===== src/rtl/fetch_config.svh =====
/*
 * Instruction-fetch subsystem configuration
 * Address width, cache geometry, memory size and memory latency
 */

`ifndef FETCH_CONFIG_SVH
`define FETCH_CONFIG_SVH

// Address and program-counter width
`define FETCH_XLEN 32

// Cache lines, any power of two
`define FETCH_CACHE_LINES 32

// Memory bytes, address bits 15:3 pick an 8-byte line
`define FETCH_MEM_BYTES 65536

// Cycles from an accepted load to its data beat
`define FETCH_MEM_LATENCY 8

`endif


===== src/rtl/fetch_pkg.sv =====
/*
 * Fetch package
 * Address, line, instruction and tag types plus the memory bus command
 */

`include "fetch_config.svh"

package fetch_pkg;

    // Derived widths
    localparam int CACHE_INDEX_BITS = $clog2(`FETCH_CACHE_LINES);
    localparam int LINE_ADDR_BITS   = $clog2(`FETCH_MEM_BYTES) - 3; // Line number bits, 13

    typedef logic [`FETCH_XLEN-1:0] addr_t;   // Byte address
    typedef logic [63:0]            line_t;   // Two instructions
    typedef logic [31:0]            inst_t;   // One instruction
    typedef logic [3:0]             mem_tag_t; // Memory transaction tag, 0 = none

    // Cache set index and the line-address bits stored above it
    typedef logic [CACHE_INDEX_BITS-1:0]                cache_index_t;
    typedef logic [LINE_ADDR_BITS-CACHE_INDEX_BITS-1:0] cache_tag_t;

    // Memory bus command
    typedef enum logic [1:0] {
        BUS_NONE  = 2'h0,
        BUS_LOAD  = 2'h1,
        BUS_STORE = 2'h2
    } bus_command_t;

endpackage


===== src/rtl/fetch_unit.sv =====
/*
 * Fetch unit
 * Program counter with redirect and stall, picks the instruction half of the line
 */

module fetch_unit (
    input  logic             clock,
    input  logic             reset,
    input  fetch_pkg::addr_t reset_pc,
    input  logic             stall,
    input  logic             redirect,
    input  fetch_pkg::addr_t redirect_pc,
    input  fetch_pkg::line_t line,
    input  logic             line_valid,
    output fetch_pkg::addr_t fetch_addr,
    output fetch_pkg::inst_t inst,
    output fetch_pkg::addr_t inst_pc,
    output logic             inst_valid
);

    fetch_pkg::addr_t pc;

    // Redirect beats stall, advance only on a delivered instruction
    always_ff @(posedge clock) begin
        if (reset) begin
            pc <= reset_pc;
        end else if (redirect) begin
            pc <= redirect_pc;
        end else if (line_valid && !stall) begin
            pc <= pc + 32'd4;
        end
    end

    assign fetch_addr = pc;

    // Bit 2 picks the upper word
    assign inst       = pc[2] ? line[63:32] : line[31:0];
    assign inst_pc    = pc;
    assign inst_valid = line_valid;

    // Word alignment holds at every edge
    pc_aligned_a : assert property (@(posedge clock) disable iff (reset)
        pc[1:0] == 2'b00);

endmodule


===== config.mk =====
export PLATFORM = sky130hd
export DESIGN_NAME = fetch_unit
export DESIGN_NICKNAME = d
export VERILOG_FILES = /design/src/rtl/fetch_pkg.sv /design/src/rtl/fetch_unit.sv
export VERILOG_INCLUDE_DIRS = /design/src /design/src/rtl
export SDC_FILE = /design/constraint.sdc
export NUM_CORES = 1
export LEC_CHECK = 0
export BUFFER_PORTS_ARGS = -buffer_cell sky130_fd_sc_hd__buf_4
export CORE_AREA = 2 2 89 91
export CTS_BUF_LIST = sky130_fd_sc_hd__clkbuf_16
export DETAILED_ROUTE_END_ITERATION = 10
export DIE_AREA = 0 0 91 93
export GPL_ROUTABILITY_DRIVEN = 0
export PLACE_DENSITY = 0.83
export SLEW_MARGIN = 0
export SYNTH_ARGS = -nofsm -noshare
export SYNTH_HDL_FRONTEND = slang
export SYNTH_SLANG_ARGS = --single-unit

===== constraint.sdc =====
create_clock -name clock -period 4.55 [get_ports clock]
set_input_delay 0.455 -clock clock [delete_from_list [all_inputs] [get_ports clock]]
set_output_delay 0.455 -clock clock [all_outputs]
set_load 0.02 [all_outputs]

==> impl_metrics.tcl <==
set metrics [dict create \
    synth-seq-cells 32 \
    drv_slew 0 \
    clock-sinks 32 \
    grt_antenna_before_repair 2 \
    drive_gt1_frac 0.590 \
    track_usage 0.230 \
    worstSetupEndpoint "fetch_addr[30]" \
    rows 32 \
    drt_iter0_drc 139 \
    synthToLayoutAreaGrowth_pct 60.9 \
    worstSkewPairLatency_ns 0.28 \
    clkTransAtPathRegs_ns 0.05 \
    arrival_ns 2.15 \
    first_pass_iters 4 \
    endpoint_kind "flop" \
    nets 610 \
    ys_seq_area_frac 0.347 \
    ios 230 \
    whs_path_depth 3 \
    yosysUniqueCellTypes 42 \
    die_h_microns 93 \
    largest_reg_flops 32 \
    die-area_sq_um 8460 \
    cts_setup_buffers 0 \
    postRouteWirelength_microns 10200 \
    rr_startpoint "fetch_addr[3]" \
    intPower_uw 822 \
    cts_root_buffer "clkbuf_16" \
    preCtsSetupSlack_ns 2.40 \
    drv_cap 0 \
    dp_hpwl_microns 8260 \
    synthCells 289 \
    tightest_slew_ns 0.961 \
    routed.top_layer "met4" \
    setup_viol 0 \
    maxSlewHeadroom 0.357 \
    vias_per_cell 5.04 \
    grt_pass1_wl_microns 14900 \
    clock_power_share 0.251 \
    finClkSkew_ns 0.00321 \
    p_leak_uw 0.00201 \
    hp-class "in2reg" \
    netlist_area_sq_um 2770 \
    rr_worst_depth 6 \
    cp-startpoint "fetch_addr[3]" \
    grt.overflow.total 0 \
    grt_max_degree 43 \
    cts_made_buffers 5 \
    cp-start-kind "flop" \
    avgSynthCellArea_sq_um 9.59 \
    met2_length_microns 5450 \
    r2r_slack_ns 2.40 \
    max_freq_mhz 465 \
    rsz0062_at_grt "false" \
    met1_length_microns 3580 \
    async_reset_ff_frac 0 \
    regToRegEndpoint "fetch_addr[30]" \
    wl_per_cell_microns 17.5 \
    yosysWarningCount 0 \
    wl_met3_microns 822 \
    crit_fanout 7 \
    ant_nets 0 \
    hold_buffers 0 \
    synth_nets 423 \
    hold_start "reset_pc[4]" \
    crit_required_ns 4.56 \
    status "finished clean" \
    comb_power_share 0.410 \
    synthFlopType "edfxtp_1" \
    clk_path_buf_depth 2 \
    finalCritPeriodShare 0.472 \
    p_seq_frac 0.340 \
    die_w_microns 91 \
    max-vdd-ir-drop_mv 0.132 \
    start_util 0.368 \
    p_switching_uw 428 \
    core_sq_um 7530 \
    portBuffers 229 \
    grt_pass1_vias 2827 \
    swShare 0.343 \
    htree_levels 2 \
    num_vias 2922 \
    finalCriticalPeriod_ns 2.15 \
    synth-edff-count 32 \
    drc_errors 0 \
    crit_type "reg2reg" \
    layout_setup_ws_ns 2.40 \
    cts_resized 0 \
    cts_tree "done" \
    hold_viol_final 0 \
    power_per_cell_area_nw_per_um2 280 \
    setup_tns_ns 0 \
]
-- layout by cell type, fill, tap and decap left out, drive strengths merged, types with 3 or more instances in the layout --
cell type,n
xor2,14
xnor2,9
nand4,11
and3,3
o21ai,23
a21oi,6
buf,230
nand2,23
nand3,14
nor2b,3
nor3,5
mux2i,3
mux2,35
nor2,11
edfxtp,32
inv,10
nor4,4
a22oi,17
clkbuf,5
-- power by group through the flow --
stage	logic (uW)	clock network (uW)	registers, uW
floorplan	264	0	454
global placement	507	0	428
detailed placement	514	0	430
CTS	516	317	425
global route	543	328	430
finish	512	313	425
-- cell type report --
type,instances,area (sq um)
timing repair buffer,230,1730
clock inverter,2,8.76
clock buffer,5,125
antenna,2,5.00
inverter,9,33.8
multi-input combinational,198,1470
fill,659,3070
tap,102,128
sequential,32,961
-- through the flow --
| stage | cells | util | area, sq um | total power (uW) | hold WS, ns |
|---|---|---|---|---|---|
| floorplan | 289 | - | 2770 | 718 | 0.645 |
| global placement | 571 | 0.574 | 4320 | 935 | 0.670 |
| detailed placement | 571 | 0.574 | 4320 | 944 | 0.705 |
| CTS | 578 | 0.592 | 4460 | 1260 | 0.455 |
| global route | 580 | 0.593 | 4460 | 1300 | 0.467 |
| finish | 580 | 0.593 | 4460 | 1250 | 0.454 |
-- worst min-delay path by stage --
stage,to
2_1_floorplan,fetch_addr[23]
3_3_place_gp,fetch_addr[20]
3_5_place_dp,fetch_addr[28]
4_1_cts,fetch_addr[4]
5_1_grt,fetch_addr[3]
6_report,fetch_addr[4]
-- worst max-delay path, stage by stage (launching register included) --
cell and delay [ns]:
edfxtp_1 0.48, ha_1 0.32, nand4_1 0.18, nor4_4 0.40, nand4_1 0.18, xnor2_1 0.19, o221ai_1 0.12
-- cell families after synthesis --
family	Yosys count	synth area share
AND/OR/NAND/NOR	78	0.164
adder cells (fa/ha/maj)	1	0.00451
XOR/XNOR	23	0.0727
AO/OA/AOI/OAI	58	0.132
buffers and inverters	59	0.127
multiplexers	38	0.153
flip-flops	32	0.347
-- layer usage --
layer	GRT usage	up-vias
met2	0.422	145
met5	0	-
li1	-	1413
met1	0.243	1350
met4	0.102	0
met3	0.0701	14
-- cell usage after synthesis, types with 4 or more instances --
| library cell | instances | area [sq um] |
|---|---|---|
| xor2_1 | 14 | 123 |
| buf_2 | 4 | 20.0 |
| nand4_1 | 10 | 62.6 |
| mux2_2 | 35 | 394 |
| buf_4 | 33 | 248 |
| edfxtp_1 | 32 | 961 |
| o21ai_1 | 4 | 20.0 |
| clkbuf_1 | 11 | 41.3 |
| nor3_1 | 4 | 20.0 |
| nand2_1 | 23 | 86.3 |
| inv_1 | 9 | 33.8 |
| nor2_1 | 10 | 37.5 |
| a22oi_1 | 17 | 128 |
| a21oi_1 | 6 | 30.0 |
| nand3_1 | 12 | 60.1 |
| xnor2_1 | 9 | 78.8 |
| o21ai_0 | 19 | 95.1 |
Power figures use the tool's default switching activity.
