File: config.mk
export PLATFORM = sky130hd
export DESIGN_NAME = icache_flat
export DESIGN_NICKNAME = d
export VERILOG_FILES = /design/src/rtl/fetch_pkg.sv /design/src/rtl/mem_bus_if.sv /design/src/rtl/icache.sv /design/src/flat_wrapper.sv
export VERILOG_INCLUDE_DIRS = /design/src /design/src/rtl
export SDC_FILE = /design/constraint.sdc
export NUM_CORES = 2
export LEC_CHECK = 0
export ABC_AREA = 1
export BUFFER_PORTS_ARGS = -buffer_cell sky130_fd_sc_hd__buf_4
export CAP_MARGIN = 25
export CORE_MARGIN = 2
export CORE_UTILIZATION = 39
export CTS_BUF_LIST = sky130_fd_sc_hd__clkbuf_4 sky130_fd_sc_hd__clkbuf_8
export DETAILED_ROUTE_END_ITERATION = 16
export GPL_ROUTABILITY_DRIVEN = 0
export PLACE_DENSITY_LB_ADDON = 0.1
export SLEW_MARGIN = 20
export SYNTH_ARGS = -nofsm -noshare
export SYNTH_HDL_FRONTEND = slang
export SYNTH_SLANG_ARGS = --single-unit
File: constraint.sdc
create_clock -name clock -period 5.4 [get_ports clock]
set_clock_uncertainty 0.2 [all_clocks]
set_input_delay 1.08 -clock clock [delete_from_list [all_inputs] [get_ports clock]]
set_output_delay 1.08 -clock clock [all_outputs]
set_load 0.02 [all_outputs]
File: src/rtl/fetch_config.svh
/*
 * Instruction-fetch subsystem configuration
 * Address width, cache geometry, memory size and memory latency
 */

`ifndef FETCH_CONFIG_SVH
`define FETCH_CONFIG_SVH

// Address and program-counter width
`define FETCH_XLEN 32

// Cache lines, any power of two
`define FETCH_CACHE_LINES 32

// Memory bytes, address bits 15:3 pick an 8-byte line
`define FETCH_MEM_BYTES 65536

// Cycles from an accepted load to its data beat
`define FETCH_MEM_LATENCY 8

`endif

File: src/rtl/fetch_pkg.sv
/*
 * Fetch package
 * Address, line, instruction and tag types plus the memory bus command
 */

`include "fetch_config.svh"

package fetch_pkg;

    // Derived widths
    localparam int CACHE_INDEX_BITS = $clog2(`FETCH_CACHE_LINES);
    localparam int LINE_ADDR_BITS   = $clog2(`FETCH_MEM_BYTES) - 3; // Line number bits, 13

    typedef logic [`FETCH_XLEN-1:0] addr_t;   // Byte address
    typedef logic [63:0]            line_t;   // Two instructions
    typedef logic [31:0]            inst_t;   // One instruction
    typedef logic [3:0]             mem_tag_t; // Memory transaction tag, 0 = none

    // Cache set index and the line-address bits stored above it
    typedef logic [CACHE_INDEX_BITS-1:0]                cache_index_t;
    typedef logic [LINE_ADDR_BITS-CACHE_INDEX_BITS-1:0] cache_tag_t;

    // Memory bus command
    typedef enum logic [1:0] {
        BUS_NONE  = 2'h0,
        BUS_LOAD  = 2'h1,
        BUS_STORE = 2'h2
    } bus_command_t;

endpackage

File: src/rtl/mem_bus_if.sv
/*
 * Cache-to-memory bus
 * Command and address out, response tag, data and data tag back
 */

interface mem_bus_if;

    fetch_pkg::bus_command_t command;  // From the cache
    fetch_pkg::addr_t        addr;     // Line-aligned address
    fetch_pkg::mem_tag_t     response; // Tag granted this cycle, 0 = refused
    fetch_pkg::line_t        data;     // Returned line
    fetch_pkg::mem_tag_t     data_tag; // Tag of the beat, 0 when idle

    modport cache (
        output command, addr,
        input  response, data, data_tag
    );

    modport memory (
        input  command, addr,
        output response, data, data_tag
    );

endinterface

File: src/rtl/icache.sv
/*
 * Blocking direct-mapped instruction cache
 * Hits return the line in the same cycle; misses load from the tagged memory
 * and a pending miss is dropped when the fetch address moves
 */

`include "fetch_config.svh"

module icache (
    input  logic             clock,
    input  logic             reset,
    input  fetch_pkg::addr_t fetch_addr,
    output fetch_pkg::line_t line,
    output logic             line_valid,
    mem_bus_if.cache         bus
);

    ////////////////////////////////////////////////////////////////////////////
    // Storage
    ////////////////////////////////////////////////////////////////////////////

    fetch_pkg::line_t        data_array [`FETCH_CACHE_LINES];
    fetch_pkg::cache_tag_t   tag_array  [`FETCH_CACHE_LINES];
    logic [`FETCH_CACHE_LINES-1:0] valid_bits;

    // Current and previous address split, cache tag not memory tag
    fetch_pkg::cache_tag_t   current_tag, last_tag;
    fetch_pkg::cache_index_t current_index, last_index;

    assign {current_tag, current_index} = fetch_addr[fetch_pkg::LINE_ADDR_BITS+2:3];

    // Lookup
    assign line       = data_array[current_index];
    assign line_valid = valid_bits[current_index] && (tag_array[current_index] == current_tag);

    ////////////////////////////////////////////////////////////////////////////
    // Miss tracking
    ////////////////////////////////////////////////////////////////////////////

    fetch_pkg::mem_tag_t current_mem_tag;  // Memory tag being waited on
    logic                miss_outstanding; // Still asking for a response tag
    logic                addr_fresh;       // First cycle out of reset
    logic                changed_addr;
    logic                got_mem_data;
    logic                fill;
    logic                update_mem_tag;
    logic                unanswered_miss;

    // Out of reset the address counts as new, so a cold miss gets issued
    assign changed_addr = addr_fresh || (current_index != last_index) ||
                          (current_tag != last_tag);

    assign got_mem_data = (current_mem_tag != '0) && (bus.data_tag == current_mem_tag);
    assign fill         = got_mem_data && !changed_addr; // Beat for an address still wanted

    // Reload the memory tag on a move, while asking, and once the beat lands
    // Response is 0 whenever no load is on the bus
    assign update_mem_tag = changed_addr || miss_outstanding || got_mem_data;

    // New miss, or an old one the memory refused this cycle
    assign unanswered_miss = changed_addr ? !line_valid
                                          : miss_outstanding && (bus.response == '0);

    // Request repeats until tagged or abandoned
    assign bus.command = (miss_outstanding && !changed_addr) ? fetch_pkg::BUS_LOAD
                                                              : fetch_pkg::BUS_NONE;
    assign bus.addr    = {fetch_addr[`FETCH_XLEN-1:3], 3'b000};

    always_ff @(posedge clock) begin
        if (reset) begin
            addr_fresh       <= 1'b1;
            miss_outstanding <= 1'b0;
            current_mem_tag  <= '0;
            valid_bits       <= '0;
        end else begin
            addr_fresh       <= 1'b0;
            miss_outstanding <= unanswered_miss;
            if (update_mem_tag) begin
                current_mem_tag <= bus.response;
            end
            if (fill) begin
                valid_bits[current_index] <= 1'b1;
            end
        end
    end

    // Line payload and address history
    always_ff @(posedge clock) begin
        last_index <= current_index;
        last_tag   <= current_tag;
        if (fill) begin
            data_array[current_index] <= bus.data;
            tag_array[current_index]  <= current_tag;
        end
    end

    ////////////////////////////////////////////////////////////////////////////
    // Checks
    ////////////////////////////////////////////////////////////////////////////

    // Fetch side never writes
    no_store_a : assert property (@(posedge clock) disable iff (reset)
        bus.command != fetch_pkg::BUS_STORE);

    // Fills only take tagged beats from memory
    fill_tagged_a : assert property (@(posedge clock) disable iff (reset)
        fill |-> (bus.data_tag != '0));

    // A filled line hits next cycle if fetch stays put
    fill_hits_a : assert property (@(posedge clock) disable iff (reset)
        fill |=> (fetch_addr != $past(fetch_addr)) || line_valid);

endmodule

File: src/flat_wrapper.sv
// flat-port wrapper written by rule: the top's interface ports become plain ports
module icache_flat 
  (clock, reset, fetch_addr, line, line_valid, bus_command, bus_addr, bus_response, bus_data, bus_data_tag);
  mem_bus_if bus_i ();
  input  logic clock;
  input  logic reset;
  input  fetch_pkg::addr_t fetch_addr;
  output fetch_pkg::line_t line;
  output logic line_valid;
  output wire logic [$bits(bus_i.command)-1:0] bus_command;
  output wire logic [$bits(bus_i.addr)-1:0] bus_addr;
  input wire logic [$bits(bus_i.response)-1:0] bus_response;
  input wire logic [$bits(bus_i.data)-1:0] bus_data;
  input wire logic [$bits(bus_i.data_tag)-1:0] bus_data_tag;
  assign bus_command = bus_i.command;
  assign bus_addr = bus_i.addr;
  assign bus_i.response = bus_response;
  assign bus_i.data = bus_data;
  assign bus_i.data_tag = bus_data_tag;
  icache u_core (.clock(clock), .reset(reset), .fetch_addr(fetch_addr), .line(line), .line_valid(line_valid), .bus(bus_i));
endmodule
==> metrics.cfg <==
[clock_network]
cts_sinks = 2355
clock-root-buffer = clkbuf_8
tritoncts = yes
cts.repair_timing.setup_buffer_count = 0
worst_skew_pair.late_latency_ns = 1.10
clkSlewWorstSetupHoldPaths_ns = 0.06
numCtsBuffers = 408
cts-htree-levels = 5
ctsResizeCount = 0
cts.path.max_buffers = 4
number_of_buffers_inserted_by_hold_repair_at_cts = 3

[sta]
layout_worst_path_cycle_share_pct = 94.98
final_period_minus_worst_setup_slack_ns = 5.129
report.final.hold_viol_count = 0
fmaxAchievable_mhz = 195.0
rsz0062_at_grt = false
final.setup.tns_ns = 0
timing.final.max_slew_violations = 0
max-slew-margin-rel_pct = 45.23
holdWs_ns = 0.1473
worst_pin_slew_ns = 0.8216
setup_viol_count_final = 0
setup_slack_ns = 0.2711

[power]
p_switching_mw = 8.393
power-per-cell-area_nw_per_um2 = 363.4
peakVddDrop_mv = 0.2848
clkPwrFrac_pct = 41.1
seqPwrFrac_pct = 53.8
final_total_power_mw = 37.26
share_comb_of_total_power_pct = 5.0
power_report.internal_total_mw = 28.87
netSwitchingFraction_pct = 22.52
p_leak_nw = 33.86

[floorplanning]
initial_utilization_pct = 39.34
boundaryPins = 205
die_width_um = 478.0
placement_rows = 173
core-area_um2 = 222700
dieHeight_um = 478.0
die_area_um2 = 228500

[synth]
yosysUniqueCellTypes = 40
mappedNetlistArea_um2 = 87620
yosys_warnings = 0
syn-mean-instance-area_um2 = 15.80
yosysSeqAreaShare_pct = 80.13
postSynthCellCount = 5545
ys_ff_latch = 2355

[grt]
grt_max_degree = 115
wire_length_of_the_first_global_routing_pass_um = 383500
grt_pass1_vias = 51610
grt_usage_pct = 23.17
grt-ovfl-total = 0
initial_antenna_violation_count = 17

[critical_path]
path_buf_inv = 3
critical_path_required_ns = 4.12
crit_path_cell_trace = buf_4 -> nor2_4 -> clkinv_1 -> o22ai_1 -> o21ai_0 -> nand2_1 -> nor2_1 -> nand4_1 -> nand2_1 -> nor2_1 -> nand4_1 -> nor2_1 -> buf_4
cp.arrival_ns = 3.85
critical_path_peak_fanout = 9
worstSetupStartpointType = primary input
critical-path-top-delay-family = simple AND/OR/NAND/NOR gates
critical_path.endpoint_type = output pin
timing.critical_path.mode_cell = nor2_1
max_stage_delay_ns = 0.58
crit_slowest_cell = nor2_4
criticalPathCategory = primary input to output pin

[status]
run_status = completed

[placed_design]
dp_hpwl_um = 144400
dpl_worst_slack_ns = 0.2414
place_area_um2 = 94950
numPlacedInstances = 8611
portBuffers = 165

[detailed_routing]
vias = 52120
drt_wl_total_um = 270600
routed_via_density = 5.582
drt_pre_antenna_iters = 6
post_drt_wl_per_cell_um = 28.97
ant_nets = 0
initialDrtViolationCount = 4748
route.detailed.drc = 0

[layout]
finalNonFillerCells = 9338
leading_cell_type_in_the_layout_fill_and_taps_excluded = edfxtp_1
num-nets-final = 6155
synthToLayoutAreaGrowth_pct = 17.04
layout_common_cells = edfxtp_1 (2304), a22oi_1 (1024), nand2_1 (893)
final_area_um2 = 102600
finalCoreUtilization_pct = 46.04
drive_gt1_share_pct = 18.18

[hold_path]
hold_path.class = primary input to flip-flop

[run]
max_cap_viol_count = 0

-- cell type report --
cell class                 instances  area, um^2
tap                             2975        3722
fill                           19590      120200
clock buffer                     570        6925
timing repair buffer             455        5012
clock inverter                   140       618.1
multi-input combinational       2685       15300
inverter                         144       729.5
sequential                      2355       70210
antenna                           14       35.03
-- Yosys cell counts --
master	number	area (um^2)
buf_6	4	45.04
nor3_2	4	40.04
nand3_1	34	170.2
nand2_2	1	6.260
clkbuf_1	209	784.5
nor4_2	1	12.51
buf_2	80	400.4
o22ai_1	19	118.9
nor2_4	6	67.56
a211oi_2	1	12.51
conb_1	1	3.750
a211oi_1	1	7.510
dfxtp_1	51	1021
xnor2_1	4	35.03
clkinv_1	2	7.510
o21ai_1	1	5.000
o211ai_1	3	22.52
nor4b_1	8	70.07
o21ai_0	14	70.07
a31oi_1	1	6.260
nand4_1	49	306.5
or2_1	21	131.4
xor2_1	3	26.28
nor4_1	66	412.9
inv_2	10	37.54
nor3_4	1	16.27
nor2_2	1	6.260
nand2_1	893	3352
nor3_1	13	65.06
inv_1	132	495.5
nand4_4	1	21.27
clkbuf_2	1	5.000
buf_4	35	262.8
a22oi_1	1024	7687
nand3b_1	1	7.510
edfxtp_1	2304	69190
or2_2	34	212.7
buf_1	35	131.4
nor2_1	26	97.59
a21oi_1	450	2252
-- worst paths after layout --
kind,startpoint,to,slack [ns],cells after the start
setup / recovery,fetch_addr[4],line_valid,0.27,13
hold reg to reg,u_core.valid_bits[27],u_core.valid_bits[27],0.26,2
hold / removal,bus_response[3],u_core.miss_outstanding,0.15,4
setup reg to reg,u_core.current_mem_tag[2],u_core.data_array[9][27],2.07,9
-- sequential cells by signal, summed over array words and instances (netlist names) --
signal                   cells
u_core.tag_array           256
u_core.last_index            5
u_core.current_mem_tag       4
u_core.last_tag              8
u_core.data_array         2048
u_core.miss_outstanding      1
u_core.valid_bits           32
u_core.addr_fresh            1
-- kinds of logic after synthesis --
logic type	count (synthesis)	synth area share, %
DFF	2355	80.13
other	1	0.004280
buffers and inverters	508	2.476
AOI/OAI and AO/OA	1514	11.62
and+or+nand+nor	1160	5.702
xor gates and xnor gates	7	0.06997
-- worst register-to-register path: stages (launching register included) --
cell and delay (ns):
dfxtp_1 0.30, inv_1 0.07, nand2_1 0.07, o211ai_1 0.09, nor4_2 0.54, nand4_4 0.42, nor2_4 0.35, nand2_1 0.18
inv_6 0.38, buf_12 0.35
-- power groups by stage --
stage | Clock, mW | Combinational [mW] | Sequential (mW)
2_1_floorplan | 0 | 0.891 | 20.4
3_3_place_gp | 0 | 1.88 | 20.4
3_5_place_dp | 0 | 1.89 | 20.4
4_1_cts | 15.7 | 1.90 | 20.1
5_1_grt | 16.5 | 2.03 | 20.0
6_report | 15.3 | 1.87 | 20.1
-- per-layer routing --
metal,GRT usage (%),vias to the layer above,share of wire (%)
met2,37.11,1704,48
met1,33.05,27260,45
met3,3.861,394,5.6
met4,5.533,12,1.8
met5,0,-,0.023
li1,-,22750,-
No activity file was read; power rests on OpenSTA's default activity.
